File: config.mk
export PLATFORM = sky130hd
export DESIGN_NAME = denise_playfields
export DESIGN_NICKNAME = d
export VERILOG_FILES = /design/src/source/denise_pkg.sv /design/src/source/denise_playfields.sv
export SDC_FILE = /design/constraint.sdc
export NUM_CORES = 1
export LEC_CHECK = 0
export CAP_MARGIN = 10
export CELL_PAD_IN_SITES_DETAIL_PLACEMENT = 0
export CELL_PAD_IN_SITES_GLOBAL_PLACEMENT = 1
export CORE_AREA = 3 3 40 42
export DETAILED_ROUTE_END_ITERATION = 6
export DIE_AREA = 0 0 43 45
export DONT_BUFFER_PORTS = 1
export PLACE_DENSITY_LB_ADDON = 0.1
export SLEW_MARGIN = 20
export SYNTH_ARGS = -nofsm -noshare
export SYNTH_HDL_FRONTEND = slang
export SYNTH_SLANG_ARGS = --single-unit
export TNS_END_PERCENT = 20
File: constraint.sdc
create_clock -name vclk -period 1.45
set_input_delay 0.0725 -clock vclk [all_inputs]
set_output_delay 0.0725 -clock vclk [all_outputs]
set_load 0.01 [all_outputs]
File: src/source/denise_pkg.sv
/*
 * denise video package
 * shared vector types, register map and plane limits for the pixel path
 */

package denise_pkg;

  // one bit per bitplane, plane n sits at bit n-1
  typedef logic [7:0] bpl_bits_t;

  typedef logic [7:0] color_idx_t; // color table index
  typedef logic [23:0] rgb_t;      // 8 bits each of red, green, blue

  // cpu register port
  typedef logic [2:0] reg_addr_t;  // register select
  typedef logic [23:0] reg_data_t; // write data, widest user is a color entry

  typedef logic [3:0] bpu_t;       // enabled plane count, 0 to 8

  // register map
  // bplcon0: [4] dblpf, [3:0] bpu
  // bplcon2: [6] pf2pri, [5:3] pf2p, [2:0] pf1p
  // bplcon3: [2:0] pf2of
  localparam reg_addr_t REG_BPLCON0    = 3'd0;
  localparam reg_addr_t REG_BPLCON2    = 3'd1;
  localparam reg_addr_t REG_BPLCON3    = 3'd2;
  localparam reg_addr_t REG_COLOR_PTR  = 3'd3; // sets the color write pointer
  localparam reg_addr_t REG_COLOR_DATA = 3'd4; // writes one entry, pointer steps

  // plane count limits per chipset mode
  localparam bpu_t MAX_PLANES_AGA = 4'd8;
  localparam bpu_t MAX_PLANES_OCS = 4'd6;

  // color table reach in ocs/ecs mode
  localparam int OCS_COLORS = 32;

endpackage
File: src/source/denise_playfields.sv
/*
 * denise playfield engine
 * builds the color index from the raw plane bits in single or dual
 * playfield mode and flags which playfield holds opaque data
 */

`timescale 1ns/1ps

module denise_playfields
(
  input  logic                   aga,        // aga mode, else ocs/ecs
  input  denise_pkg::bpl_bits_t  bpldata,    // raw plane bits, plane n at bit n-1
  input  logic                   dblpf,      // dual playfield select
  input  logic [2:0]             pf2of,      // playfield 2 offset code
  input  logic [6:0]             bplcon2,    // playfield priority
  output logic [2:1]             nplayfield, // playfield 1,2 valid data
  output denise_pkg::color_idx_t plfdata     // color index out
);

  logic                   pf2pri;    // playfield 2 over playfield 1
  logic [2:0]             pf2p;      // playfield 2 priority code
  logic [7:0]             pf2of_val; // offset added to playfield 2 data
  denise_pkg::color_idx_t pf1_idx;
  denise_pkg::color_idx_t pf2_idx;

  assign pf2pri = bplcon2[6];
  assign pf2p   = bplcon2[5:3];

  // offset code to value, powers of two from 2 with 0 meaning none
  assign pf2of_val = (pf2of == 3'd0) ? 8'd0 : (8'd1 << pf2of);

  // odd planes make playfield 1, even planes playfield 2
  assign pf1_idx = {4'b0000, bpldata[6], bpldata[4], bpldata[2], bpldata[0]};
  assign pf2_idx = {4'b0000, bpldata[7], bpldata[5], bpldata[3], bpldata[1]} + pf2of_val;

  // valid flags
  always_comb
  begin
    if (dblpf)
    begin
      nplayfield[1] = |{bpldata[6], bpldata[4], bpldata[2], bpldata[0]};
      nplayfield[2] = |{bpldata[7], bpldata[5], bpldata[3], bpldata[1]};
    end
    else
    begin
      nplayfield[1] = 1'b0;       // single playfield counts as playfield 2
      nplayfield[2] = |bpldata;
    end
  end

  // priority and index select
  always_comb
  begin
    if (dblpf)
    begin
      if (pf2pri && nplayfield[2])
        plfdata = pf2_idx;
      else if (nplayfield[1])
        plfdata = pf1_idx;
      else if (nplayfield[2])
        plfdata = pf2_idx;        // pf1 transparent, pf2 shows through
      else
        plfdata = 8'd0;           // background color
    end
    else if (!aga && (pf2p > 3'd5) && bpldata[4])
      plfdata = 8'd16;            // ocs quirk, plane 5 forces color 16
    else
      plfdata = bpldata;
  end

endmodule

# Word-level counts from Yosys, hierarchy flattened
# Index checks and enable logic that the tools add are counted.
# totals
regBits	0
input_bits	20
word_cells	18
# classes
add_sub_neg	1
n_lt_le_gt_ge	1
shifts	1
muxes	7
reduce_logical	8
# op_table
cell	count
$mux W8	6
$add A4 B8 Y8	1
$reduce_or A4 Y1	2
$reduce_or A8 Y1	1
$shl A1 B3 Y8 const A	1
$gt A3 B3 Y1 const B	1
$logic_and A1 B1 Y1	3
$logic_not A3 Y1	1
$mux W2	1
$logic_not A1 Y1	1

# Logic depth before layout (Yosys ltp)
# Gate-level depths: netlist (run 1).
# depth
depth_word	7
mapped_depth	7
depth_no_buf	7

# Least setup slack after synthesis (run 1)
# Ideal clock, no wire load.
# synth_path
path_type	in2out
from	input pf2of[2]
to	output plfdata[5]
arrival_ps	1330
path_slack_ps	48
path_stages	5
n_path_buf	0
path_cell_list	or3_1 -> fa_1 -> nor2b_1 -> o311ai_0 -> o22ai_1
# synth_between
elab_chain_len	7
word_cells_on_any_way	8
classes_between	add/sub: 1; shift: 1; mux: 5; reduce/logical: 1
# synth_rtl
element	line_no	text
start, declared	denise_playfields.sv:14	input logic [2:0] pf2of,
$logic_not A3 Y1 / $shl A1 B3 Y8 (equally long branches)	denise_playfields.sv:30	assign pf2of_val = (pf2of == 3'd0) ? 8'd0 : (8'd1 << pf2of);
$mux W8 (*)	denise_playfields.sv:30	
$add A4 B8 Y8 (*)	denise_playfields.sv:34	assign pf2_idx = {4'b0000, bpldata[7], bpldata[5], bpldata[3], bpldata[1]} + pf2of_val;
$mux W8	denise_playfields.sv:60	else if (nplayfield[2])
$mux W8	denise_playfields.sv:58	else if (nplayfield[1])
$mux W8 (*)	denise_playfields.sv:56	if (pf2pri && nplayfield[2])
$mux W8 (*)	denise_playfields.sv:54	if (dblpf)
end, declared	denise_playfields.sv:17	output denise_pkg::color_idx_t plfdata
# Mark *: on every way between the ends. The rest lies on a longest branch, timed or not.

# Worst setup path in the final report (run 1)
# layout_path
from	input pf2of[2]
to	output plfdata[3]
# Same word-level chain as after synthesis.

==> out/results.ini, run 1 <==
[setup_path]
worst_setup_path_end_kind = primary output
crit_path_cell_trace = nor3b_2, ha_2, inv_1, fa_2, xor2_1, o221ai_1, buf_4
cp.arrival_ns = 1.35
cp_num_buf_inv = 2
required_ns = 1.38
crit_family = adder cells
cp-start-kind = primary input
critPathKind = in -> out
max_stage_delay_ns = 0.34
cp_max_fo = 7
crit_slowest_cell = fa_2

[clock_tree]
holdBufCountCts = 0
cts_setup_buffers = 0

[cells_and_area]
stdcell_count = 66
final_nets = 77
seqCellArea_um2 = 0
area_growth_pct = 12.2
nFlopsAndLatches = 0
num-clock-buffers = 0
utilization = 0.349
antenna_cells = 0
drive_gt1_frac = 0.255

[sta]
final_max_slew_viol_count = 0
finalHoldWorstSlack_ns = 0.230
setup_viol = 0
fmax_mhz = 704
slew_headroom = 0.726
tns_ns = 0
hold_viol = 0
rsz0062_at_grt = yes
period_minus_slack_ns = 1.42
post-route-period-util = 0.980
tightest_slew_ns = 0.407

[grt]
track_usage = 0.117
grt_max_degree = 12
grt_pass1_vias = 413
grt-ovfl-total = 0
grt_pass1_wl_um = 1830
antenna_found_initial = 0

[routing]
ant_nets = 0
wl_per_cell_um = 18.0
routed_wl_um = 1190
first_iter_violations = 6
via_per_inst = 6.26
drcViolationCount = 0
vias = 413
drt_first_pass_iters = 4

[synthesis]
synth-compound-area-share = 0.354
avgSynthCellArea_um2 = 7.98
post_synth_mux_area_share = 0.0251
synth_top_family_by_area = compound AO/OA/AOI/OAI gates
synthXorXnorAreaFrac = 0.0219
synthMostInstantiatedCell = inv_1
syn_inst = 50
yosysWarnings = 0
synth-simple-area-share = 0.351
yosysTopAreaCellShare = 0.0940
synth_common_cells = inv_1 (10), nand3_1 (5), ha_1 (3), nor2b_1 (3), o221ai_1 (3)
synth_nets = 74
synth.yosys.seq_area_share = 0
synth_area_um2 = 399
yosys.cell_types.count = 27
synth_largest_area_cell = ha_1
yosys.area_share.adder = 0.144
ys_top_cells_by_area = ha_1 (9.4%), inv_1 (9.4%), o221ai_1 (6.6%)

[power]
p_per_area_mw_per_mm2 = 237
switching_share = 0.526
combPwrFrac = 1.000
clkPwrFrac = 0
p_leak_nw = 0.170
p_switching_uw = 55.9
internal_power_uw = 50.4
irDropWorstVdd_uv = 84.7
finalPower_uw = 106
p_seq_frac = 0

[worst_hold_path]
hp-class = in -> out

[die]
die_area_mm2 = 0.00194
core_area_mm2 = 0.00128
row_count = 13
initial_core_util = 0.311
num_io_pins = 30
die_h_um = 45
fp.dieW_um = 43

[placement]
numPortBuffers = 0
hpwl_um = 986
dp_cells = 66
place_congestion = 0.683

[run]
maxCapViolCount = 0

[status]
status = finished, final reports clean

cells by family after synthesis:
family / count (synthesis)
XOR/XNOR: 1
buffers and inverters: 11
AND/OR/NAND/NOR: 18
adder cells (fa/ha/maj): 4
multiplexers: 1
AO/OA/AOI/OAI: 15
final cells by class:
class / count / area (um2)
tap: 15 / 18.8
multi-input combinational: 39 / 377
fill: 142 / 837
inverter: 10 / 37.5
timing repair buffer: 2 / 15.0
worst paths after layout:
kind      from         end  slack [ns]  depth (start not counted)
max   pf2of[2]  plfdata[3]        0.03                          7
min      dblpf  plfdata[4]        0.23                          1
metrics by stage:
step,worst slack (ns),area [um2]
finish,0.0297,448
global route,-0.0531,448
CTS,0.0230,437
detailed placement,-0.0626,429
global placement,-0.0380,429
floorplan,0.0480,399
per-layer routing:
layer / vias to the layer above / wire, um / track usage
li1: 198 / - / -
met1: 192 / 519 / 0.153
met3: 2 / 82 / 0.0279
met4: 0 / 2 / 0
met2: 21 / 583 / 0.210
met5: - / 0 / 0
layout by cell type, fill, tap and decap left out, types with 2 or more instances in the layout:
master	n
ha_1	2
inv_1	10
o22ai_1	2
buf_4	2
nor2b_1	3
o221ai_1	3
o2bb2ai_1	2
nand3_1	5
repair_timing:
item | CTS | global route
endpoints found under the setup margin | 2 | 3
cloned | 0 | 0
pin swaps | 0 | 3
gates resized for setup | 2 | 4
power by group through the flow:
stage	Combinational, mW	Clock [mW]	Sequential (mW)
after global routing	0.120	0	0
after detailed placement	0.103	0	0
after floorplan	0.0835	0	0
final	0.106	0	0
after global placement	0.101	0	0
after CTS	0.105	0	0
No activity file was read; power rests on OpenSTA's default activity.
==> run 2, diff against run 1 <==
==> constraint.sdc (replaced) <==
create_clock -name vclk -period 1.45
set_input_delay 0.435 -clock vclk [all_inputs]
set_output_delay 0.435 -clock vclk [all_outputs]
set_load 0.01 [all_outputs]
==> run 2 against run 1 <==
The flow now finishes with violations (setup timing). Power increased by 31%. Fmax decreased by 34%. Non-clock buffer count increased by 9. Sequential share of layout area unchanged. Global-route usage decreased by 0.093 points. Combinational power increased by 31%. Critical endpoint unchanged.
==> out/results.ini, run 2 (synthesis gave the netlist of run 1 again) <==
[grt]
grt_pass1_vias = 420  ; +1.7%
antenna_found_initial = 0  ; unchanged
grt-ovfl-total = 0  ; unchanged
track_usage = 0.116  ; -0.000927
grt_max_degree = 12  ; unchanged
grt_pass1_wl_um = 1790  ; -2.2%

[power]
irDropWorstVdd_uv = 102  ; +20%
p_leak_nw = 0.227  ; +33%
p_per_area_mw_per_mm2 = 246  ; +3.6%
finalPower_uw = 139  ; +31%

[sta]
tightest_slew_ns = 0.343  ; -0.0646 ns
period_minus_slack_ns = 2.16  ; +0.739 ns
slew_headroom = 0.769  ; +0.0436
rsz0062_at_grt = yes
fin_ws_ns = -0.710  ; -0.739 ns
setup_viol = 9  ; +9
post-route-period-util = 1.49  ; +0.510
final_max_slew_viol_count = 0  ; unchanged
hold_viol = 0  ; unchanged
fmax_mhz = 463  ; -34%

[routing]
drcViolationCount = 0  ; unchanged
ant_nets = 0  ; unchanged
routed_wl_um = 1130  ; -5.2%
drt_first_pass_iters = 4  ; unchanged
via_per_inst = 5.72  ; -8.6%
wl_per_cell_um = 15.0  ; -17%
first_iter_violations = 3  ; -3
vias = 429  ; +3.9%

[cells_and_area]
nFlopsAndLatches = 0  ; unchanged
final_common_cell = buf_4
area_growth_pct = 41.4
utilization = 0.439  ; +0.0906
drive_gt1_frac = 0.467  ; +0.212
antenna_cells = 0  ; unchanged
num-clock-buffers = 0  ; unchanged
multiInputGateArea_um2 = 422  ; +12%
final_nets = 86  ; +12%
stdcell_count = 75  ; +14%
final_cell_mix = buf_4 (10), inv_1 (9), nand3_1 (5)
seqCellArea_um2 = 0  ; unchanged
n_fill_cell = 135  ; -4.9%

[setup_path]
worst_setup_path_end_kind = primary output
cp-start-kind = primary input
critPathKind = in -> out
max_stage_delay_ns = 0.38  ; +0.04 ns
crit_path_cell_trace = or3_4, fa_2, buf_4, xor2_1, o221ai_2
cp.arrival_ns = 1.72  ; +0.37 ns
crit_slowest_cell = or3_4
required_ns = 1.02  ; -0.36 ns
crit_family = simple AND/OR/NAND/NOR gates
cp_num_buf_inv = 1  ; -1
cp_max_fo = 7  ; unchanged

[die]
fp.dieW_um = 43  ; unchanged
num_io_pins = 30  ; unchanged
initial_core_util = 0.311  ; unchanged
core_area_mm2 = 0.00128  ; unchanged
die_area_mm2 = 0.00194  ; unchanged
row_count = 13  ; unchanged
die_h_um = 45  ; unchanged

[worst_hold_path]
hp-class = in -> out

[placement]
dpl_worst_slack_ns = -0.697  ; -0.635 ns
numPortBuffers = 0  ; unchanged
dp_cells = 73  ; +11%
place_congestion = 0.721  ; +5.5%
hpwl_um = 975  ; -1.2%

[clock_tree]
holdBufCountCts = 0  ; unchanged

[status]
violations = setup timing
status = complete, but fails checks

[run]
maxCapViolCount = 0  ; unchanged

-- run 2: metrics by stage --
stage | area, um2 | hold WS (ns) | TNS [ns]
global placement | 497 | 0.953 | -4.08
global route | 564 | 0.950 | -4.57
CTS | 528 | 0.947 | -3.93
floorplan | 414 | 0.989 | -3.31
finish | 564 | 0.944 | -3.95
detailed placement | 497 | 0.956 | -4.16
-- run 2: final cells by class --
cell class | count | area share
Multi-Input combinational cell | 39 | 0.747
Timing Repair Buffer | 11 | 0.153
Inverter | 10 | 0.0665
Tap cell | 15 | 0.0333
-- run 2: power breakdown --
group,leakage (nW),internal [mW],total [mW],switching [mW]
clock,0,0,0,0
combinational,0.227,0.0745,0.139,0.0642
sequential,0,0,0,0
total,0.227,0.0745,0.139,0.0642
-- run 2: what timing repair did --
action | in CTS | in global routing
setup buffers | 0 | 2
gates resized for setup | 5 | 4
pin swaps | 6 | 3
endpoints found under the setup margin | 10 | 10
-- run 2: path summary, 6_finish.rpt --
check               endpoint  cells after the start      from  slack, ns
hold / removal    plfdata[4]                      1     dblpf       0.94
setup / recovery  plfdata[3]                      5  pf2of[2]      -0.71
-- run 2: metal layers --
| metal | vias to the layer above | GRT usage | routed length (um) |
|---|---|---|---|
| met2 | 20 | 0.210 | 548 |
| met5 | - | 0 | 0 |
| met3 | 0 | 0.0239 | 104 |
| met4 | 0 | 0 | 0 |
| li1 | 214 | - | - |
| met1 | 195 | 0.153 | 473 |
