<file path="config.mk">
export PLATFORM = sky130hd
export DESIGN_NAME = denise_regs
export DESIGN_NICKNAME = d
export VERILOG_FILES = /design/src/source/denise_pkg.sv /design/src/source/denise_regs.sv
export SDC_FILE = /design/constraint.sdc
export NUM_CORES = 1
export LEC_CHECK = 0
export BUFFER_PORTS_ARGS = -buffer_cell sky130_fd_sc_hd__buf_2
export CAP_MARGIN = 20
export CELL_PAD_IN_SITES_DETAIL_PLACEMENT = 1
export CELL_PAD_IN_SITES_GLOBAL_PLACEMENT = 1
export CORE_MARGIN = 2
export CORE_UTILIZATION = 32
export CTS_CLUSTER_DIAMETER = 200
export DETAILED_ROUTE_END_ITERATION = 10
export PLACE_DENSITY_LB_ADDON = 0.1
export SYNTH_ARGS = -nofsm -noshare
export SYNTH_HDL_FRONTEND = slang
export SYNTH_SLANG_ARGS = --single-unit
</file>
<file path="constraint.sdc">
create_clock -name clk -period 4.4 [get_ports clk]
set_input_delay 1.32 -clock clk [delete_from_list [all_inputs] [get_ports clk]]
set_output_delay 1.32 -clock clk [all_outputs]
set_load 0.02 [all_outputs]
</file>
<file path="src/source/denise_pkg.sv">
/*
 * denise video package
 * shared vector types, register map and plane limits for the pixel path
 */

package denise_pkg;

  // one bit per bitplane, plane n sits at bit n-1
  typedef logic [7:0] bpl_bits_t;

  typedef logic [7:0] color_idx_t; // color table index
  typedef logic [23:0] rgb_t;      // 8 bits each of red, green, blue

  // cpu register port
  typedef logic [2:0] reg_addr_t;  // register select
  typedef logic [23:0] reg_data_t; // write data, widest user is a color entry

  typedef logic [3:0] bpu_t;       // enabled plane count, 0 to 8

  // register map
  // bplcon0: [4] dblpf, [3:0] bpu
  // bplcon2: [6] pf2pri, [5:3] pf2p, [2:0] pf1p
  // bplcon3: [2:0] pf2of
  localparam reg_addr_t REG_BPLCON0    = 3'd0;
  localparam reg_addr_t REG_BPLCON2    = 3'd1;
  localparam reg_addr_t REG_BPLCON3    = 3'd2;
  localparam reg_addr_t REG_COLOR_PTR  = 3'd3; // sets the color write pointer
  localparam reg_addr_t REG_COLOR_DATA = 3'd4; // writes one entry, pointer steps

  // plane count limits per chipset mode
  localparam bpu_t MAX_PLANES_AGA = 4'd8;
  localparam bpu_t MAX_PLANES_OCS = 4'd6;

  // color table reach in ocs/ecs mode
  localparam int OCS_COLORS = 32;

endpackage
</file>
<file path="src/source/denise_regs.sv">
/*
 * denise control registers
 * decodes cpu writes into bplcon0/2/3 fields and turns color data
 * writes into auto-incrementing color table write strobes
 */

`timescale 1ns/1ps

module denise_regs
(
  input  logic                  clk,
  input  logic                  rst,
  input  logic                  aga,        // aga mode, else ocs/ecs
  input  logic                  reg_wr,     // register write strobe
  input  denise_pkg::reg_addr_t reg_addr,   // register select
  input  denise_pkg::reg_data_t reg_data,   // register write data
  output denise_pkg::bpu_t      bpu,        // plane count, clamped to mode limit
  output logic                  dblpf,      // dual playfield select
  output logic [6:0]            bplcon2,    // playfield priority
  output logic [2:0]            pf2of,      // playfield 2 offset code
  output logic                  color_wr,   // color entry write strobe
  output denise_pkg::color_idx_t color_addr, // color entry being written
  output denise_pkg::rgb_t      color_data  // color entry value
);

  logic [4:0]             bplcon0_q; // dblpf and raw bpu
  logic [6:0]             bplcon2_q;
  logic [2:0]             bplcon3_q; // pf2of field only
  denise_pkg::color_idx_t color_ptr; // auto-increment color pointer
  denise_pkg::bpu_t       bpu_raw;
  denise_pkg::bpu_t       bpu_limit;

  // register writes, visible from the next cycle
  always_ff @(posedge clk)
  begin
    if (rst)
    begin
      bplcon0_q <= '0;
      bplcon2_q <= '0;
      bplcon3_q <= '0;
      color_ptr <= '0;
    end
    else if (reg_wr)
    begin
      case (reg_addr)
        denise_pkg::REG_BPLCON0:    bplcon0_q <= reg_data[4:0];
        denise_pkg::REG_BPLCON2:    bplcon2_q <= reg_data[6:0];
        denise_pkg::REG_BPLCON3:    bplcon3_q <= reg_data[2:0];
        denise_pkg::REG_COLOR_PTR:  color_ptr <= reg_data[7:0];
        denise_pkg::REG_COLOR_DATA: color_ptr <= color_ptr + 8'd1; // wraps at 256
        default: ;                                                 // unmapped, ignored
      endcase
    end
  end

  // plane count clamp, 8 planes in aga, 6 in ocs
  assign bpu_raw   = bplcon0_q[3:0];
  assign bpu_limit = aga ? denise_pkg::MAX_PLANES_AGA : denise_pkg::MAX_PLANES_OCS;
  assign bpu       = (bpu_raw > bpu_limit) ? bpu_limit : bpu_raw;

  assign dblpf   = bplcon0_q[4];
  assign bplcon2 = bplcon2_q;
  assign pf2of   = aga ? bplcon3_q : 3'd3; // ocs has a fixed offset of 8

  // color data write goes straight to the table on this edge
  assign color_wr   = reg_wr && (reg_addr == denise_pkg::REG_COLOR_DATA);
  assign color_addr = color_ptr;
  assign color_data = reg_data[23:0];

endmodule

</file>
After elaboration in Yosys (flattened, before gate mapping)
Cells that the tools add are included.

$lt $le $gt $ge: 1. Eq/ne operators: 4. Reduce and logical (&&, ||, !) cells: 7. Mux-type cells: 4. Add/sub/neg operators: 1.

Operators with widths (count): 8-bit case mux with 2 select lines (1); 8-bit by 1-bit adder with 8-bit output (second input constant) (1); 4-bit two-way mux (2); 2-bit AND reduction (4); 3-bit by 2-bit equality test with 1-bit output (second input constant) (2); 4-bit greater-than comparator (1); 3-bit by 1-bit equality test with 1-bit output (second input constant) (1); 3-bit equality test (second input constant) (1); 3-bit logical NOT (1); 3-bit two-way mux (1); 2-bit nonzero test (1); 1-bit logical AND (1).

Word-level logic and storage cells: 21. Flip-flop bits (word level): 23. Output and inout bits: 48.

Longest topological paths before layout
Gate-level depths: netlist of run 1.

Word-level depth: 3. Mapped depth: 6. Gate-level depth less buffers: 6.

Worst setup path before layout of run 1
OpenSTA, ideal clock, no wires.

Path kind: input-to-output. Start: in aga. End: out bpu[1]. Stages on the path: 5. Slack: 0.542 ns. Path buffers: 0. Arrival: 2.538 ns. Cells stage by stage: inv_1 -> ha_1 -> and4b_1 -> a21oi_1 -> mux2i_1.

Word-level cells in the longest chain between the ends: 3.

Ends and longest elaborated chain: start: declaration (RTL line denise_regs.sv:13) `input logic aga,`; 4-bit two-way mux * (RTL line denise_regs.sv:58) `assign bpu_limit = aga ? denise_pkg::MAX_PLANES_AGA : denise_pkg::MAX_PLANES_OCS;`; 4-bit greater-than comparator (RTL line denise_regs.sv:59) `assign bpu = (bpu_raw > bpu_limit) ? bpu_limit : bpu_raw;`; 4-bit two-way mux * (RTL line denise_regs.sv:59); end: declaration (RTL line denise_regs.sv:17) `output denise_pkg::bpu_t bpu,`.

Mark *: on every way between the ends. The rest lies on a longest branch, timed or not.

Worst setup path after layout of run 1
Same ends and word-level chain as after synthesis.

==> impl_metrics.json, run 1 <==
{
  "wl_met3_um": 205,
  "critPathKind": "primary input to output port",
  "syn_inst": 161,
  "post-place-ws_ns": 0.282,
  "synth_cell_type_count": 37,
  "crit_buf_inv": 4,
  "boundaryPins": 79,
  "rows": 23,
  "cp_common_cell": "buf_2",
  "ys_seq_elements": 23,
  "worst_path_largest_cell_delay_ns": 0.29,
  "first_pass_iters": 4,
  "skew_ns": 0.000685,
  "gr-total-overflow": 0,
  "initial_core_util_pct": 34.0,
  "tns_ns": 0,
  "avgViaCountPerCell": 5.09,
  "syn2layout_area_growth_pct": 11.4,
  "drt-initial-drc-count": 16,
  "power_leakage_nw": 0.667,
  "post_cts_buffers": 0,
  "fmax_ghz": 0.244,
  "grt_pass1_wl_um": 6000,
  "cap_violations": 0,
  "yosys.area.top_type": "dfxtp_1",
  "root_buffer": "clkbuf_8",
  "place_area_mm2": 0.00149,
  "critPathSlowestCell": "ha_1",
  "routed-wl-met2_um": 1550,
  "slew-limit-headroom_pct": 45.3,
  "clkTransAtPathRegs_ns": 0.08,
  "num_antenna_cells": 0,
  "cts.repair.resized": 0,
  "dp_hpwl_um": 2770,
  "synth_ff_type": "dfxtp_1",
  "final_hold_viol_count": 0,
  "synthTopCellsByArea": "dfxtp_1 33%, buf_4 13%, mux2i_1 11%",
  "synth_most_common_cell": "buf_4",
  "drv_slew": 0,
  "yosys_warnings": 0,
  "yosys.area.top_type_share_pct": 33.4,
  "route.antenna.remaining_nets": 0,
  "critPathArrivalTime_ns": 2.78,
  "crit_family": "buffers and inverters",
  "drc": 0,
  "port-buffer-count": 46,
  "hold_slack_ns": 0.493,
  "worstSetupEndpointType": "output port",
  "setup_slack_ns": 0.302,
  "final_cells": 235,
  "tightest_slew_ns": 0.819,
  "die_w_um": 69.6,
  "wl_met1_um": 1720,
  "clock-sinks": 23,
  "synth_nets": 196,
  "post-route-period-util_pct": 93.1,
  "highest_layer": "met4",
  "power_mw": 0.429,
  "syn-cell-area_mm2": 0.00138,
  "holdBufCountCts": 0,
  "irDropWorstVdd_mv": 0.116,
  "drive_above_1_share_pct": 31.9,
  "rsz0062_at_grt": "false",
  "wl_per_cell_um": 15.5,
  "power_density_mw_per_mm2": 279,
  "place_congestion": 0.741,
  "die_h_um": 69.6,
  "seq_area_frac_synth_pct": 33.4,
  "dp_cells": 231,
  "num_vias": 1197,
  "antenna_found_initial": 0,
  "ys_top_cells_by_count": "24 x buf_4, 23 x dfxtp_1, 19 x nor2_1",
  "cts_max_path_buffers": 2,
  "totalWireLength_um": 3650,
  "clock_latency_ns": 0.27,
  "setup_viol_count_final": 0,
  "die_area_mm2": 0.00485,
  "worstPathRequired_ns": 3.08,
  "grt_max_degree": 25,
  "hp-start": "bplcon2[4]$_SDFFE_PP0P_",
  "holdCritPathClass": "register to register",
  "crit_fanout": 8,
  "core_mm2": 0.00406,
  "grt_pass1_vias": 1240,
  "cp-startpoint": "aga",
  "grt_use_total_pct": 15.4,
  "cts_made_buffers": 3,
  "nNetsFinal": 221,
  "htree_levels": 1,
  "crit_chain": "buf_2 > inv_1 > ha_1 > and4b_1 > a21oi_1 > buf_4 > mux2i_1 > buf_2",
  "avgSynthCellArea_um2": 8.56,
  "async_flop_share_pct": 0,
  "startpoint_type": "primary input",
  "fin_util_pct": 37.8,
  "fin_area_mm2": 0.00154,
  "min_period_ns": 4.10,
  "synth_edf_count": 0,
  "cts_tree": "yes",
  "r2r_start": "color_addr[0]$_SDFFE_PP0P_",
  "regToRegSetupSlack_ns": 3.08,
  "status": "finished, final reports clean"
}
flip-flops by register name, indices dropped and copies added, names as in the netlist:
signal / cells
bplcon0_q: 5
bplcon2: 7
bplcon3_q: 3
color_addr: 8
path summary, 6_finish.rpt:
path | endpoint | cells after the start
worst max register to register | color_addr[6]$_SDFFE_PP0P_ | 5
worst min-delay path | bplcon2[4]$_SDFFE_PP0P_ | 2
worst max-delay path | bpu[1] | 8
worst min register to register | bplcon2[4]$_SDFFE_PP0P_ | 2
area by class of cell:
class / count / area, um2
repair buffers: 50 / 260
clock inverters: 1 / 7.51
clock buffers: 3 / 41.3
inverters: 7 / 26.3
multi-input cells: 101 / 677
well taps: 50 / 62.6
fillers: 516 / 2520
flip-flops and latches: 23 / 460
kinds of logic after synthesis:
group                    count (synthesis)  synth area share (%)
AND/OR/NAND/NOR                         53                  21.7
flip-flops                              23                  33.4
multiplexers                            16                  11.7
adder cells (fa/ha/maj)                  4                  3.63
AO/OA/AOI/OAI                           28                  12.1
buffers and inverters                   37                  17.4
layer usage:
layer | up-vias | GRT usage [%]
li1 | 585 | -
met1 | 552 | 18.8
met2 | 33 | 25.0
met3 | 27 | 2.18
met4 | 0 | 10.3
met5 | - | 0
layout by cell type (no fill, tap or decap), drive strengths merged, types with 2 or more instances in the layout:
| cell | n |
|---|---|
| buf | 50 |
| dfxtp | 23 |
| nor2 | 19 |
| mux2i | 15 |
| a21oi | 12 |
| o21ai | 8 |
| inv | 7 |
| nand2 | 7 |
| nor2b | 4 |
| ha | 4 |
| nor4 | 3 |
| o32ai | 3 |
| clkbuf | 3 |
| nand2b | 2 |
| a21o | 2 |
| nand4 | 2 |
| nand3 | 2 |
| o21a | 2 |
| nor3 | 2 |
| and4bb | 2 |
where the power goes:
| part | switching [mW] | total (mW) | internal [mW] |
|---|---|---|---|
| combinational | 0.0458 | 0.0740 | 0.0281 |
| clock | 0.0725 | 0.137 | 0.0641 |
| sequential | 0.00439 | 0.218 | 0.213 |
| total | 0.123 | 0.429 | 0.306 |
tightest hold or removal path: cells and delay by family, from the launching register on:
kind,cells,cell delay (ns)
AND/OR/NAND/NOR,1,0.07
flip-flops,1,0.33
multiplexers,1,0.06
Note: power is estimated with default switching activity, not from simulation.
==> inputs of run 2 (changes only) <==
--- a/config.mk
+++ b/config.mk
@@ -5,12 +5,13 @@
 export SDC_FILE = /design/constraint.sdc
 export NUM_CORES = 1
 export LEC_CHECK = 0
+export ABC_AREA = 1
 export BUFFER_PORTS_ARGS = -buffer_cell sky130_fd_sc_hd__buf_2
 export CAP_MARGIN = 20
 export CELL_PAD_IN_SITES_DETAIL_PLACEMENT = 1
 export CELL_PAD_IN_SITES_GLOBAL_PLACEMENT = 1
 export CORE_MARGIN = 2
-export CORE_UTILIZATION = 32
+export CORE_UTILIZATION = 31
 export CTS_CLUSTER_DIAMETER = 200
 export DETAILED_ROUTE_END_ITERATION = 10
 export PLACE_DENSITY_LB_ADDON = 0.1
==> constraint.sdc (replaced) <==
create_clock -name clk -period 4.8 [get_ports clk]
set_input_delay 1.44 -clock clk [delete_from_list [all_inputs] [get_ports clk]]
set_output_delay 1.44 -clock clk [all_outputs]
set_load 0.02 [all_outputs]
==> run 2 against run 1 <==
Effect of this change: cell count rose by 21%; clock power fell by 12%; final area did not move; clock-buffer cell count rose by 1; routed wire length rose by 0.93%; first-iteration DRC count rose by 50%; non-clock buffer count fell by 4; combinational power fell by 0.8%.
==> impl_metrics.json, run 2 <==
{
  "status": "finished, final reports clean",
  "num_vias": 1344,
  "ys_top_cells_by_count": "68 x nand2_1, 24 x buf_4, 23 x dfxtp_1",
  "tightest_slew_ns": 0.467,
  "power_switching_mw": 0.116,
  "yosys_warnings": 0,
  "critPathSlowestCell": "ha_1",
  "slew-limit-headroom_pct": 68.9,
  "crit_chain": "buf_2 > inv_1 > ha_1 > nand2_1 > o21ai_0 > nand2_1 > o21ai_0 > buf_2",
  "irDropWorstVdd_mv": 0.114,
  "holdBufCountCts": 0,
  "core_mm2": 0.00435,
  "ys_seq_elements": 23,
  "largest_reg_flops": 8,
  "clock-sinks": 23,
  "final_cell_mix": "68 x nand2_1, 46 x buf_2, 23 x dfxtp_1, 21 x a21oi_1, 17 x nor2_1",
  "syn-cell-area_mm2": 0.00141,
  "reg2reg_to": "color_addr[6]$_SDFFE_PP0P_",
  "yosys.area.top_type": "dfxtp_1",
  "die_w_um": 71.3,
  "drc": 0,
  "drive_above_1_share_pct": 25.3,
  "regToRegSetupSlack_ns": 3.46,
  "crit_buf_inv": 3,
  "final_hold_viol_count": 0,
  "initial_core_util_pct": 32.3,
  "totalWireLength_um": 3680,
  "path_depth": 8,
  "wl_per_cell_um": 12.9,
  "syn_inst": 211,
  "r2r_cells": 6,
  "final_common_cell": "nand2_1",
  "grt_use_total_pct": 14.7,
  "cts_max_path_buffers": 2,
  "critPathArrivalTime_ns": 2.80,
  "clkTransAtPathRegs_ns": 0.08,
  "crit_fanout": 6,
  "clkPwrFrac_pct": 30.5,
  "seq_area_frac_synth_pct": 32.8,
  "first_pass_iters": 4,
  "startpoint_type": "primary input",
  "critPathKind": "primary input to output port",
  "grt_pass1_vias": 1249,
  "post-route-period-util_pct": 88.4,
  "crit_end": "bpu[3]",
  "cap_violations": 0,
  "yosys.area.top_type_share_pct": 32.8,
  "drv_slew": 0,
  "synthTopCellsByArea": "dfxtp_1 33%, nand2_1 18%, buf_4 13%",
  "fillers": 599,
  "grt_max_degree": 24,
  "worstSetupEndpointType": "output port",
  "avgSynthCellArea_um2": 6.66,
  "synth_ff_type": "dfxtp_1",
  "route.antenna.remaining_nets": 0,
  "power_density_mw_per_mm2": 258,
  "r2r_start": "color_addr[0]$_SDFFE_PP0P_",
  "power_leakage_nw": 0.733,
  "avgViaCountPerCell": 4.72,
  "die_h_um": 71.3,
  "grt_pass1_wl_um": 6040,
  "setup_viol_count_final": 0,
  "root_buffer": "clkbuf_8",
  "synth_nets": 246,
  "cts_made_buffers": 3,
  "seq_area_um2": 460,
  "cts.repair.resized": 0,
  "cts_tree": "yes",
  "async_flop_share_pct": 0,
  "tns_ns": 0,
  "num_antenna_cells": 0,
  "seqPwrFrac_pct": 51.0,
  "fmax_ghz": 0.236,
  "multi_input_area_um2": 666,
  "cp-startpoint": "aga",
  "nNetsFinal": 269,
  "min_period_ns": 4.24,
  "place_congestion": 0.737,
  "synth_cell_type_count": 22,
  "die_area_mm2": 0.00509,
  "rows": 24,
  "p_comb_share_pct": 18.5,
  "clock_latency_ns": 0.26,
  "post_cts_buffers": 0,
  "p_int_mw": 0.280,
  "antenna_found_initial": 0,
  "htree_levels": 1,
  "drt-initial-drc-count": 24,
  "syn2layout_area_growth_pct": 9.26,
  "holdCritPathClass": "register to register",
  "skew_ns": 0.000403,
  "crit_family": "compound AO/OA/AOI/OAI gates",
  "hold_slack_ns": 0.465,
  "rsz0062_at_grt": "false",
  "worst_path_largest_cell_delay_ns": 0.33,
  "synth_most_common_cell": "nand2_1",
  "dp_hpwl_um": 2880,
  "boundaryPins": 79,
  "netSwitchingFraction_pct": 29.3,
  "synth_edf_count": 0,
  "gr-total-overflow": 0,
  "worstPathRequired_ns": 3.36,
  "port-buffer-count": 46
}
run 2: cell count changes in the layout (fill, tap and decap cells not counted), sizes merged, moves of 7 or more:
cell / before / now
a21oi: 12 / 22
nand2: 7 / 69
nand3: 2 / 9
mux2i: 15 / 0
inv: 7 / 17
run 2: stage by stage:
stage	instance area (um2)	setup WS (ns)	power, mW	utilization [%]	cells
CTS	1540	0.542	0.407	35.3	285
detailed placement	1490	0.548	0.281	34.2	281
global placement	1490	0.563	0.281	34.2	281
finish	1540	0.557	0.396	35.3	285
floorplan	1410	0.639	0.277	-	211
global route	1540	0.407	0.421	35.3	285
run 2: cell type report:
type / count / area share (%)
multi-input cells: 142 / 43.4
flip-flops and latches: 23 / 30.0
repair buffers: 46 / 15.0
inverters: 18 / 4.48
well taps: 52 / 4.24
clock buffers: 4 / 2.93
run 2: worst min-delay path by stage:
| stage | start | endpoint | slack (ns) | cells past startpoint |
|---|---|---|---|---|
| global route | bplcon3_q[0]$_SDFFE_PP0P_ | bplcon3_q[0]$_SDFFE_PP0P_ | 0.50 | 2 |
| CTS | bplcon2[0]$_SDFFE_PP0P_ | bplcon2[0]$_SDFFE_PP0P_ | 0.47 | 2 |
| finish | bplcon2[0]$_SDFFE_PP0P_ | bplcon2[0]$_SDFFE_PP0P_ | 0.46 | 2 |
| detailed placement | bplcon2[0]$_SDFFE_PP0P_ | bplcon2[0]$_SDFFE_PP0P_ | 0.46 | 2 |
| global placement | bplcon2[4]$_SDFFE_PP0P_ | bplcon2[4]$_SDFFE_PP0P_ | 0.46 | 2 |
| floorplan | bplcon3_q[0]$_SDFFE_PP0P_ | bplcon3_q[0]$_SDFFE_PP0P_ | 0.44 | 2 |
run 2: worst register-to-register path: stages, from the launching register on:
cell	delay (ns)
dfxtp_1	0.42
ha_1	0.23
nand3_1	0.16
o21ai_0	0.19
nand3_1	0.08
nand2_1	0.07
a21oi_1	0.05
run 2: power by group through the flow:
stage	logic, mW	registers (mW)	clock network [mW]
6_report	0.0734	0.202	0.121
5_1_grt	0.0821	0.203	0.135
4_1_cts	0.0750	0.202	0.130
3_5_place_dp	0.0746	0.207	0
3_3_place_gp	0.0741	0.207	0
2_1_floorplan	0.0655	0.211	0
run 2: cells by family (layout without fill, tap and decap cells):
logic type | Yosys count | in the layout | synth area share, %
and+or+nand+nor | 102 | 102 | 30.4
buffers and inverters | 46 | 68 | 19.9
AOI/OAI and AO/OA | 36 | 36 | 13.4
DFF | 23 | 23 | 32.8
adders and majority gates | 4 | 4 | 3.56
run 2: layer usage:
metal  routed length (um)  vias up  GRT usage, %
met5                    0        -             0
met4                   24        0          2.31
met2                 1630       41          23.1
li1                     -      692             -
met1                 1740      607          20.1
met3                  288        4          4.50
