$ cat src/source/denise_pkg.sv
/*
 * denise video package
 * shared vector types, register map and plane limits for the pixel path
 */

package denise_pkg;

  // one bit per bitplane, plane n sits at bit n-1
  typedef logic [7:0] bpl_bits_t;

  typedef logic [7:0] color_idx_t; // color table index
  typedef logic [23:0] rgb_t;      // 8 bits each of red, green, blue

  // cpu register port
  typedef logic [2:0] reg_addr_t;  // register select
  typedef logic [23:0] reg_data_t; // write data, widest user is a color entry

  typedef logic [3:0] bpu_t;       // enabled plane count, 0 to 8

  // register map
  // bplcon0: [4] dblpf, [3:0] bpu
  // bplcon2: [6] pf2pri, [5:3] pf2p, [2:0] pf1p
  // bplcon3: [2:0] pf2of
  localparam reg_addr_t REG_BPLCON0    = 3'd0;
  localparam reg_addr_t REG_BPLCON2    = 3'd1;
  localparam reg_addr_t REG_BPLCON3    = 3'd2;
  localparam reg_addr_t REG_COLOR_PTR  = 3'd3; // sets the color write pointer
  localparam reg_addr_t REG_COLOR_DATA = 3'd4; // writes one entry, pointer steps

  // plane count limits per chipset mode
  localparam bpu_t MAX_PLANES_AGA = 4'd8;
  localparam bpu_t MAX_PLANES_OCS = 4'd6;

  // color table reach in ocs/ecs mode
  localparam int OCS_COLORS = 32;

endpackage
$ cat src/source/denise_bitplanes.sv
/*
 * denise bitplane shifters
 * eight holding registers loaded by the cpu, copied into eight shift
 * registers on bpl_load and shifted out msb first, one pixel per strobe
 */

`timescale 1ns/1ps

module denise_bitplanes
#(
  parameter int BPL_WIDTH = 16 // bitplane data word width
)
(
  input  logic                   clk,
  input  logic                   rst,
  input  logic                   bpl_wr,   // holding register write strobe
  input  logic [2:0]             bpl_sel,  // plane number minus 1
  input  logic [BPL_WIDTH-1:0]   bpl_word, // plane data word
  input  logic                   bpl_load, // copy holding regs to shifters
  input  logic                   shift,    // advance shifters by one pixel
  input  denise_pkg::bpu_t       bpu,      // enabled plane count
  output denise_pkg::bpl_bits_t  bpldata   // current pixel, one bit per plane
);

  logic [BPL_WIDTH-1:0]  hold [8];  // holding registers, plane 1 at index 0
  logic [BPL_WIDTH-1:0]  shreg [8]; // pixel shifters
  denise_pkg::bpl_bits_t plane_en;  // planes below bpu
  denise_pkg::bpl_bits_t shift_msb; // raw shifter outputs

  // holding registers
  always_ff @(posedge clk)
  begin
    if (rst)
    begin
      for (int i = 0; i < 8; i++)
      begin
        hold[i] <= '0;
      end
    end
    else if (bpl_wr)
    begin
      hold[bpl_sel] <= bpl_word;
    end
  end

  // shifters, a load on the same edge as a shift wins
  always_ff @(posedge clk)
  begin
    if (rst)
    begin
      for (int i = 0; i < 8; i++)
      begin
        shreg[i] <= '0;
      end
    end
    else if (bpl_load)
    begin
      for (int i = 0; i < 8; i++)
      begin
        shreg[i] <= hold[i];
      end
    end
    else if (shift)
    begin
      for (int i = 0; i < 8; i++)
      begin
        shreg[i] <= {shreg[i][BPL_WIDTH-2:0], 1'b0}; // msb first, zero fill
      end
    end
  end

  // plane enables and shifter msbs
  always_comb
  begin
    for (int i = 0; i < 8; i++)
    begin
      plane_en[i]  = (i < int'(bpu)); // plane i+1 shown only when bpu > i
      shift_msb[i] = shreg[i][BPL_WIDTH-1];
    end
  end

  // disabled planes read as zero
  assign bpldata = shift_msb & plane_en;

endmodule

$ cat config.mk
export PLATFORM = sky130hd
export DESIGN_NAME = denise_bitplanes
export DESIGN_NICKNAME = d
export VERILOG_FILES = /design/src/source/denise_pkg.sv /design/src/source/denise_bitplanes.sv
export SDC_FILE = /design/constraint.sdc
export NUM_CORES = 1
export LEC_CHECK = 0
export BUFFER_PORTS_ARGS = -buffer_cell sky130_fd_sc_hd__buf_2
export CAP_MARGIN = 20
export CORE_AREA = 8 8 160 162
export DETAILED_ROUTE_END_ITERATION = 8
export DIE_AREA = 0 0 168 170
export GPL_ROUTABILITY_DRIVEN = 0
export HOLD_SLACK_MARGIN = 0.15
export PLACE_DENSITY = 0.69
export SYNTH_ARGS = -nofsm -noshare
export SYNTH_HDL_FRONTEND = slang
export SYNTH_SLANG_ARGS = --single-unit
export TNS_END_PERCENT = 30
$ cat constraint.sdc
create_clock -name clk -period 2.4 [get_ports clk]
set_input_delay 0.24 -clock clk [delete_from_list [all_inputs] [get_ports clk]]
set_output_delay 0.24 -clock clk [all_outputs]
set_load 0.01 [all_outputs]
# ---- After elaboration in Yosys (flattened, before gate mapping)
# Memory sizes are Yosys's and may differ from the RTL's.
# Cells that the tools add are included.
dict set report word_totals {
  inputBits 28
  mem_count 2
  out_inout_bits 8
  ff_bits 0
  ram_bits 256
  elab_cells 59
}
dict set report classes {
  order_cmp 8
  muxes 31
  n_bitwise 17
  n_reduce_logical 1
}
# name depth width read_ports rd_ports_with_merged_regs wr line_no
set mem_list {}
lappend mem_list {hold 8 16 8 0 8 denise_bitplanes.sv:25} ;# logic [BPL_WIDTH-1:0] hold [8];
lappend mem_list {shreg 8 16 8 0 8 denise_bitplanes.sv:26} ;# logic [BPL_WIDTH-1:0] shreg [8];
# op n
set ops {}
lappend ops {{two-way mux 16 bit} 17}
lappend ops {{< comparator 3 x 4 -> 1 bit (first input constant)} 4}
lappend ops {{bitwise OR 1 bit} 16}
lappend ops {{OR reduction 16 bit} 1}
lappend ops {{two-way mux 1 bit} 13}
lappend ops {{AND 8 bit} 1}
lappend ops {{< comparator 1 x 4 -> 1 bit (first input constant)} 2}
lappend ops {{< comparator 2 x 4 -> 1 bit (first input constant)} 2}
lappend ops {{two-way mux 3 bit} 1}

# ---- Logic depth before layout (Yosys ltp)
# Gate-level depths: netlist (run 1).
dict set report depth {
  word_depth 5
  ltp_mapped 6
  mapped_depth_nobuf 2
}

# ---- Worst setup path after synthesis (run 1)
# Ideal clock, no wire load.
dict set report synth_timing {
  kind {input -> register}
  startpoint {input port shift}
  endpoint {memory shreg[1][0], in the netlist shreg[0][16] (enable)}
  path_buffers 1
  path_slack_ps 327
  setup_time_ps 584
  t_arrival_ps 1489
  path_stages 3
  required_time_ps 1816
  cell_sequence {clkbuf_1 nor2_1 nand2_1}
}
# element line_no
set synth_rtl {}
lappend synth_rtl {{from (decl)} denise_bitplanes.sv:20} ;# input logic shift,
lappend synth_rtl {{to (decl)} denise_bitplanes.sv:26}

==> qor.yml, run 1 <==
run_status:
  outcome: "complete, no violations"
cts:
  clockRootBuffer: "clkbuf_16"
  cts.sinks: 256
  clk_latency_ns: 0.54
  htreeDepth: 1
  cts_buffer_depth: 3
  path_clk_slew_ns: 0.06
  cts-resized-gates: 0
  cts_tree: "done"
  cts_buffers: 27
placement:
  place_inst: 912
  detailed_place.area_um2: 10530
  hpwl_mm: 12.03
  post-place-ws_ns: 0.5920
  io_buffers: 35
worst_setup_path:
  worstPathRequired_ns: 2.68
  cp_slowest_cell: "dlygate4sd3_1"
  crit_family: "buffers and inverters"
  setup.worst_path.start_class: "input pin"
  worst-path-buf-inv: 3
  path_class: "input pin to flip-flop"
  end_kind: "flip-flop"
  crit_arrival_ns: 2.16
  max_stage_delay_ns: 0.58
  path_max_fanout: 22
  crit_chain: "dlygate4sd3_1, buf_2, nor2_1, nand2_2, buf_12"
detailed_routing:
  avgViaCountPerCell: 6.097
  drtPass1Iterations: 6
  wirelength_mm: 21.84
  drc: 0
  drt-met1-wl_mm: 8.899
  ant_nets: 0
  wl_met2_mm: 10.34
  wl_met3_mm: 1.974
  drt_iter0_drc: 681
  via_count: 5859
  top_layer_used: "met5"
  avgRoutedWirePerCell_um: 22.72
finish:
  fin_area_um2: 11320
  nets: 682
  antennaDiodeCount: 0
  multi_input_area_um2: 2173
  drive_above_1_share: 0.1624
  seqCellArea_um2: 7647
  instances_no_fill: 961
  fill_cells: 1884
  area_growth_pct: 11.76
timing:
  fin_tns_setup_ns: 0
  fin_crit_ns: 1.885
  whs_ns: 0.1856
  fin_ws_ns: 0.5149
  finalSetupViolations: 0
  rsz0062_at_grt: "no"
  fin_worst_skew_ns: 0.02247
  slew_viol_final: 0
  period_share: 0.7854
  worst_slew_pin_slew_ns: 0.8151
  hold_viol: 0
  slew_headroom: 0.4535
  timing.fmax_mhz: 530.5
floorplan:
  core_area_um2: 23050
  die_w_um: 168
  die_area_um2: 28560
  row_count: 56
  initial_utilization: 0.4395
  die_h_um: 170
  io_pins: 36
global_route:
  grt_overflow_total: 0
  grt_pass1_vias: 5880
  grt_pass1_wl_mm: 33.35
  grt_max_degree: 120
  antenna_found_initial: 2
  track_usage: 0.1503
synthesis:
  synth.most_common_cell: "edfxtp_1"
  syn-cell-area_um2: 10130
  syn_avg_cell_area_um2: 15.88
  synth.largest_area_cell: "edfxtp_1"
  syn_nets: 666
  yosysWarnings: 0
  synth.area.top_cells: "edfxtp_1 75%, a32o_1 12%, nor2_1 4.3%"
  synth_top_area_frac: 0.7469
  synthCells: 638
  synth-main-ff-cell: "edfxtp_1"
  synth-seq-cells: 256
  ys_top_cells_by_count: "252 x edfxtp_1, 118 x a32o_1, 116 x nor2_1"
  synth_edf_count: 252
  synth_cell_types: 30
  async_flop_share: 0
  synth_seq_area_share: 0.7548
flow_run:
  maxCapViolCount: 0
min_path:
  min_path_type: "input pin to flip-flop"
power_and_ir_drop:
  p_leak_nw: 3.924
  power.density_nw_per_um2: 844.9
  ir_drop_v: 0.0006108
flip-flops by register name (all words and copies together) (netlist names):
| name | cells |
|---|---|
| hold | 128 |
| shreg | 128 |
per-stage QoR:
step	power, mW	util
after floorplan	5.753	-
after global placement	5.945	0.4566
after detailed placement	5.977	0.4566
after CTS	9.622	0.4912
after global routing	9.851	0.4912
final	9.566	0.4912
final timing paths:
path                                           startpoint  slack (ns)                         end  cells after the start
worst max-delay path                                  rst        0.51  shreg[0][48]$_SDFFCE_PP0P_                      5
worst min-delay path                                shift        0.19   shreg[1][16]$_SDFFE_PP0P_                      3
worst max register to register  shreg[1][48]$_SDFFE_PN0P_        0.85   shreg[1][48]$_SDFFE_PN0P_                      3
worst min register to register   hold[4][0]$_SDFFCE_PN0P_        0.47    shreg[1][0]$_SDFFE_PP0P_                      1
final cells by class:
class	count	area share
sequential	256	0.6754
multi-input combinational	316	0.1920
clock buffer	32	0.06133
tap	290	0.03205
timing repair buffer	50	0.03183
clock inverter	14	0.006410
inverter	3	0.0009946
cells by family after synthesis:
kind of cell           after synthesis  share of synthesized area
buffers and inverters               66                    0.03236
AND/OR/NAND/NOR                    177                    0.07954
AO/OA/AOI/OAI                      139                     0.1333
flip-flops                         256                     0.7548
power breakdown:
group	total (mW)	internal (mW)	switching, mW
sequential	5.35	5.25	0.100
combinational	0.536	0.164	0.372
clock	3.68	2.05	1.63
metal layers:
layer  track usage  up-vias
met2        0.2406      269
met1        0.1997     2951
met3       0.03499       49
met5             0        -
met4       0.05124        4
li1              -     2586
layout by cell type, fill, tap and decap left out, types with 5 or more instances in the layout:
master and count:
nor2_1 116, and2_1 5, clkinv_1 6, clkinv_2 6, nand2_1 19, edfxtp_1 252
nor2b_1 7, clkbuf_16 27, nor2_2 15, buf_12 5, a32o_1 118, clkbuf_1 5
buf_2 34, buf_4 8
repair_timing:
| action | in CTS | in global routing |
|---|---|---|
| buffers inserted | 0 | 0 |
| hold endpoints to repair | 2 | 0 |
| hold buffers | 3 | 0 |
worst reg2reg max path, cell delays in order, from the launching register on:
cell	delay, ns
dfxtp_1	0.33
or3b_2	0.44
a21oi_1	0.17
dlygate4sd3_1	0.56
Note: power is estimated with default switching activity, not from simulation.
==> run 2, diff against run 1 <==
==> constraint.sdc (replaced) <==
create_clock -name clk -period 1.8 [get_ports clk]
set_input_delay 0.18 -clock clk [delete_from_list [all_inputs] [get_ports clk]]
set_output_delay 0.18 -clock clk [all_outputs]
set_load 0.01 [all_outputs]
==> run 2 against run 1 <==
  * Power increased by 37%
  * Flip-flop and latch count stayed put
  * Cell count is 2.8% higher
  * Global-route usage is 0.70 points higher
  * Critical path type unchanged
  * Clock-buffer cell count fell by 3
  * Die area did not move
  * Largest cell class unchanged
  * Final area increased by 2.7%
  * Utilization increased by 1.3 points
  * Highest routed layer unchanged
  * Sequential power is 33% higher
  * Non-clock buffer count up 30
  * Combinational power increased by 47%
==> qor.yml, run 2 (synthesis gave the netlist of run 1 again) <==
detailed_routing:
  avgRoutedWirePerCell_um: 23.17  # +2.0%
  via_count: 6118  # +4.4%
  avgViaCountPerCell: 6.192  # +1.6%
  drc: 0  # unchanged
  drtPass1Iterations: 7  # +1
  drt_iter0_drc: 827  # +21%
  ant_nets: 0  # unchanged
  wirelength_mm: 22.89  # +4.9%
cts:
  post_cts_buffers: 0  # unchanged
  cts.sinks: 256  # unchanged
  clockRootBuffer: "clkbuf_16"
  cts_buffers: 24  # -11%
  htreeDepth: 1  # unchanged
  cts_tree: "done"
  cts_buffer_depth: 3  # unchanged
  path_clk_slew_ns: 0.06  # about the same
  clk_latency_ns: 0.51  # -0.03 ns
worst_setup_path:
  cp_slowest_cell: "dlygate4sd3_1"
  end_kind: "flip-flop"
  worstPathRequired_ns: 2.26  # -0.42 ns
  crit_chain: "dlygate4sd3_1, buf_4, buf_16, or3b_4, a21oi_2, dlygate4sd3_1"
  max_stage_delay_ns: 0.55  # -0.03 ns
  rr_worst_depth: 3  # unchanged
  worst-path-buf-inv: 4  # +1
  path_max_fanout: 32  # +45%
  path_class: "input pin to flip-flop"
  setup.worst_path.start_class: "input pin"
  cp.depth: 6  # +1
  crit_family: "buffers and inverters"
  cpMostUsedCell: "dlygate4sd3_1"
  crit_arrival_ns: 2.16  # about the same
finish:
  area_growth_pct: 14.76
  seqCellArea_um2: 7647  # unchanged
  layout_common_cells: "252 x edfxtp_1, 118 x a32o_1, 116 x nor2_1"
  nets: 709  # +4.0%
  fill_cells: 1852  # -1.7%
  multi_input_area_um2: 2183  # +0.46%
  drive_above_1_share: 0.2006  # +0.03813
  layout_commonest_cell: "edfxtp_1"
  reg_top3: "hold (128), shreg (128)"
  instances_no_fill: 988  # +2.8%
  antennaDiodeCount: 0  # unchanged
  fin_area_um2: 11630  # +2.7%
timing:
  fin_tns_setup_ns: 0  # unchanged
  slew_viol_final: 0  # unchanged
  whs_ns: 0.1803  # -0.005311 ns
  period_share: 0.9444
  finalSetupViolations: 0  # unchanged
  slew_headroom: 0.3189  # -0.1346
  fin_worst_skew_ns: 0.006010  # -0.01646 ns
  fin_crit_ns: 1.700
  hold_viol: 0  # unchanged
  timing.fmax_mhz: 588.2
  rsz0062_at_grt: "no"
  worst_slew_pin_slew_ns: 1.019  # +0.2041 ns
global_route:
  track_usage: 0.1573  # +0.006978
  grt_overflow_total: 0  # unchanged
  grt_pass1_wl_mm: 34.87  # +4.6%
  grt_max_degree: 73  # -39%
  grt_pass1_vias: 5971  # +1.5%
  antenna_found_initial: 2  # unchanged
power_and_ir_drop:
  p_leak_nw: 4.084  # +4.1%
  power.density_nw_per_um2: 1131  # +34%
  p_switching_mw: 2.778  # +32%
  combPwrFrac: 0.060  # +0.004
  share_seq_of_total_power: 0.543  # -0.017
  power_switching_share: 0.2112  # -0.008011
  pwr-share-clk: 0.398  # +0.014
  p_int_mw: 10.37  # +39%
  ir_drop_v: 0.0006989  # +14%
flow_run:
  maxCapViolCount: 0  # unchanged
min_path:
  min_path_type: "input pin to flip-flop"
  min_path_cells: 4  # +1
placement:
  detailed_place.area_um2: 10740  # +2.0%
  place_inst: 940  # +3.1%
  hpwl_mm: 12.54  # +4.2%
  io_buffers: 35  # unchanged
floorplan:
  initial_utilization: 0.4395  # unchanged
  core_area_um2: 23050  # unchanged
  row_count: 56  # unchanged
  die_h_um: 170  # unchanged
  io_pins: 36  # unchanged
  die_area_um2: 28560  # unchanged
  die_w_um: 168  # unchanged
run_status:
  outcome: "complete, no violations"
-- run 2: cell types whose count changed in the layout (fill, tap and decap cells not counted), sizes merged --
cell,previous run,this run
clkinv,12,9
clkinvlp,0,1
clkbuf,32,30
inv,5,3
bufinv,0,4
buf,47,75
dlygate4sd3,3,4
-- run 2: worst register-to-register path, cell delays in order (launching register included) --
cell and delay [ns]:
dfxtp_1 0.33, or3b_4 0.38, a21oi_2 0.14, dlygate4sd3_1 0.55
-- run 2: layout make-up --
cell class,instances,area share
clock inverters,14,0.01442
well taps,290,0.03121
multi-input cells,316,0.1878
clock buffers,29,0.05510
inverters,3,0.0009686
repair buffers,80,0.05273
flip-flops and latches,256,0.6578
-- run 2: what timing repair did --
| item | 4_1_cts | 5_1_grt |
|---|---|---|
| endpoints found under the setup margin | 0 | 2 |
| hold buffers | 4 | 0 |
| endpoints found under the hold margin | 4 | 0 |
| gates resized for setup | 0 | 4 |
-- run 2: power groups by stage --
stage / clock (mW) / sequential (mW) / combinational, mW
floorplan: 0 / 7.20 / 0.468
global placement: 0 / 7.24 / 0.727
detailed placement: 0 / 7.26 / 0.762
CTS: 5.28 / 7.14 / 0.772
global route: 5.51 / 7.17 / 0.841
finish: 5.23 / 7.14 / 0.786
-- run 2: path summary, 6_finish.rpt --
kind / from / endpoint / slack (ns)
worst min-delay path: bpl_word[0] / hold[1][0]$_SDFFCE_PN0P_ / 0.18
worst max register to register: shreg[1][32]$_SDFFE_PN0P_ / shreg[1][32]$_SDFFE_PN0P_ / 0.34
worst max-delay path: shift / shreg[1][32]$_SDFFE_PN0P_ / 0.10
worst min register to register: hold[4][0]$_SDFFCE_PN0P_ / shreg[1][0]$_SDFFE_PP0P_ / 0.49
-- run 2: metrics by stage --
step | setup WS (ns) | util | power (mW)
finish | 0.1000 | 0.5043 | 13.15
global route | 0.06531 | 0.5043 | 13.52
CTS | 0.04935 | 0.5025 | 13.19
detailed placement | -0.03539 | 0.4657 | 8.019
global placement | 0.02892 | 0.4657 | 7.964
floorplan | -0.2062 | - | 7.670
-- run 2: metal layers --
layer,wire (µm),vias up,global-route usage
li1,-,2632,-
met1,9176,3112,0.2068
met2,10940,312,0.2542
met3,1888,58,0.02734
met4,868,4,0.06949
met5,21,-,0
==> run 3, diff against run 2 <==
--- a/config.mk
+++ b/config.mk
@@ -7,9 +7,9 @@
 export LEC_CHECK = 0
 export BUFFER_PORTS_ARGS = -buffer_cell sky130_fd_sc_hd__buf_2
 export CAP_MARGIN = 20
-export CORE_AREA = 8 8 160 162
+export CORE_AREA = 8 8 132 195
 export DETAILED_ROUTE_END_ITERATION = 8
-export DIE_AREA = 0 0 168 170
+export DIE_AREA = 0 0 140 203
 export GPL_ROUTABILITY_DRIVEN = 0
 export HOLD_SLACK_MARGIN = 0.15
 export PLACE_DENSITY = 0.69
==> run 3 against run 2 <==
  * Clock-buffer cell count shrank 4
  * First-iteration DRC count shrank 26%
  * Worst setup slack gained 0.046 ns
  * Critical endpoint unchanged
  * Non-clock buffer count shrank 10
  * Flip-flop and latch count is the same
  * Register-to-register slack lost 0.09 ns
  * Largest power group unchanged
  * Global-route usage shrank 0.50 points
==> qor.yml, run 3 (synthesis gave the netlist of run 1 again) <==
detailed_routing:
  wirelength_mm: 21.70  # -5.2%
  avgViaCountPerCell: 6.055  # -2.2%
  avgRoutedWirePerCell_um: 22.53  # -2.8%
  drt_iter0_drc: 610  # -26%
  drc: 0  # unchanged
  via_count: 5831  # -4.7%
  ant_nets: 0  # unchanged
  drtPass1Iterations: 5  # -2
power_and_ir_drop:
  p_int_mw: 9.847  # -5.1%
  power_switching_share: 0.2112  # about the same
  share_seq_of_total_power: 0.571  # +0.028
  ir_drop_v: 0.0006618  # -5.3%
  combPwrFrac: 0.060  # about the same
  p_switching_mw: 2.636  # -5.1%
  power.density_nw_per_um2: 1096  # -3.1%
  fin_total_pwr_mw: 12.48  # -5.1%
  pwr-share-clk: 0.369  # -0.029
  p_leak_nw: 3.961  # -3.0%
worst_setup_path:
  path_max_fanout: 9  # -72%
  setup.worst_path.start_class: "input pin"
  cp.depth: 5  # -1
  end_kind: "flip-flop"
  path_class: "input pin to flip-flop"
  crit_arrival_ns: 2.10  # -0.06 ns
  cpMostUsedCell: "dlygate4sd3_1"
  worst-path-buf-inv: 3  # -1
  crit_family: "buffers and inverters"
  max_stage_delay_ns: 0.56  # about the same
  worstPathRequired_ns: 2.24  # -0.02 ns
  crit_chain: "dlygate4sd3_1, buf_2, or3b_2, a21oi_1, dlygate4sd3_1"
  cp_slowest_cell: "dlygate4sd3_1"
  rr_worst_depth: 3  # unchanged
finish:
  drive_above_1_share: 0.1786  # -0.02195
  layout_commonest_cell: "edfxtp_1"
  fin_area_um2: 11390  # -2.0%
  reg_top3: "hold (128), shreg (128)"
  layout_common_cells: "252 x edfxtp_1, 118 x a32o_1, 116 x nor2_1"
  nets: 697  # -1.7%
  antennaDiodeCount: 0  # unchanged
  area_growth_pct: 12.44
cts:
  post_cts_buffers: 0  # unchanged
  cts-resized-gates: 0  # unchanged
  cts.sinks: 256  # unchanged
  cts_buffers: 22  # -8.3%
  clk_latency_ns: 0.50  # about the same
  clockRootBuffer: "clkbuf_16"
  cts_buffer_depth: 3  # unchanged
  cts_tree: "done"
  path_clk_slew_ns: 0.07  # about the same
  htreeDepth: 1  # unchanged
timing:
  fin_ws_ns: 0.1456  # +0.04562 ns
  timing.fmax_mhz: 604.5  # +2.8%
  period_share: 0.9191  # -0.02534
  slew_viol_final: 0  # unchanged
  fin_worst_skew_ns: 0.009680  # +0.003670 ns
  hold_viol: 0  # unchanged
  finalSetupViolations: 0  # unchanged
  fin_crit_ns: 1.654  # -0.04562 ns
  worst_slew_pin_slew_ns: 0.7993  # -0.2199 ns
  slew_headroom: 0.4658  # +0.1469
  rsz0062_at_grt: "no"
placement:
  hpwl_mm: 12.16  # -3.0%
  io_buffers: 35  # unchanged
  detailed_place.area_um2: 10650  # -0.82%
  post-place-ws_ns: 0.2831  # +0.3185 ns
floorplan:
  io_pins: 36  # unchanged
  core_area_um2: 22800  # -1.1%
  die_h_um: 203  # +19%
  row_count: 68  # +21%
  initial_utilization: 0.4443  # +0.004823
  die_w_um: 140  # -17%
  die_area_um2: 28420  # -0.49%
global_route:
  grt_pass1_wl_mm: 33.87  # -2.9%
  grt_max_degree: 127  # +74%
  antenna_found_initial: 0  # -2
  grt_overflow_total: 0  # unchanged
  grt_pass1_vias: 5957  # -0.23%
  track_usage: 0.1523  # -0.004973
flow_run:
  maxCapViolCount: 0  # unchanged
run_status:
  outcome: "complete, no violations"
min_path:
  min_path_type: "input pin to flip-flop"
  min_path_cells: 4  # unchanged
==> run 3: cell count changes in the layout (fill, tap and decap cells not counted), sizes merged <==
cell and delta:
dlygate4sd3 +1, clkinv +1, clkbuf -5, buf -10, bufinv -2
==> run 3: final cells by class <==
type                    instances  area [µm²]
fillers                      1871       11410
flip-flops and latches        256        7647
multi-input cells             316        2173
clock buffers                  25       583.1
repair buffers                 70       515.5
well taps                     280       350.3
clock inverters                13       110.1
inverters                       3       11.26
==> run 3: layer usage <==
layer / routed length (µm) / part of all wire / track usage / vias to the layer above
met3: 1582 / 0.073 / 0.02586 / 24
li1: - / - / - / 2598
met4: 523 / 0.024 / 0.05216 / 0
met5: 0 / 0 / 0 / -
met1: 8618 / 0.40 / 0.1889 / 2984
met2: 10970 / 0.51 / 0.2642 / 225
==> run 3: through the flow <==
step | hold WS (ns) | instances | util | TNS (ns)
finish | 0.2076 | 963 | 0.4996 | 0
global route | 0.2195 | 963 | 0.4996 | 0
CTS | 0.1939 | 963 | 0.4996 | 0
detailed placement | 0.4582 | 920 | 0.4670 | 0
global placement | 0.4650 | 920 | 0.4670 | 0
floorplan | 0.4418 | 638 | - | -9.486
==> run 3: path summary, 6_finish.rpt <==
check	startpoint	to	slack, ns
hold / removal	bpl_word[2]	hold[1][2]$_SDFFCE_PN0P_	0.21
setup / recovery	bpl_load	shreg[1][32]$_SDFFE_PN0P_	0.15
hold reg to reg	hold[5][0]$_SDFFCE_PN0P_	shreg[1][16]$_SDFFE_PP0P_	0.49
setup reg to reg	shreg[1][32]$_SDFFE_PN0P_	shreg[1][32]$_SDFFE_PN0P_	0.25
==> run 3: worst register-to-register path, cell delays in order (launching register included) <==
cell and delay (ns):
dfxtp_1 0.34, or3b_2 0.45, a21oi_1 0.15, dlygate4sd3_1 0.56
==> run 3: repair_timing <==
action	4_1_cts	5_1_grt
setup endpoints to repair	0	0
hold endpoints to repair	2	0
hold buffers	5	0
==> run 3: power by group through the flow <==
stage | combinational (mW) | clock (mW) | sequential [mW]
floorplan | 0.468 | 0 | 7.20
global placement | 0.724 | 0 | 7.24
detailed placement | 0.741 | 0 | 7.26
CTS | 0.753 | 4.68 | 7.13
global route | 0.807 | 4.87 | 7.16
finish | 0.746 | 4.61 | 7.13
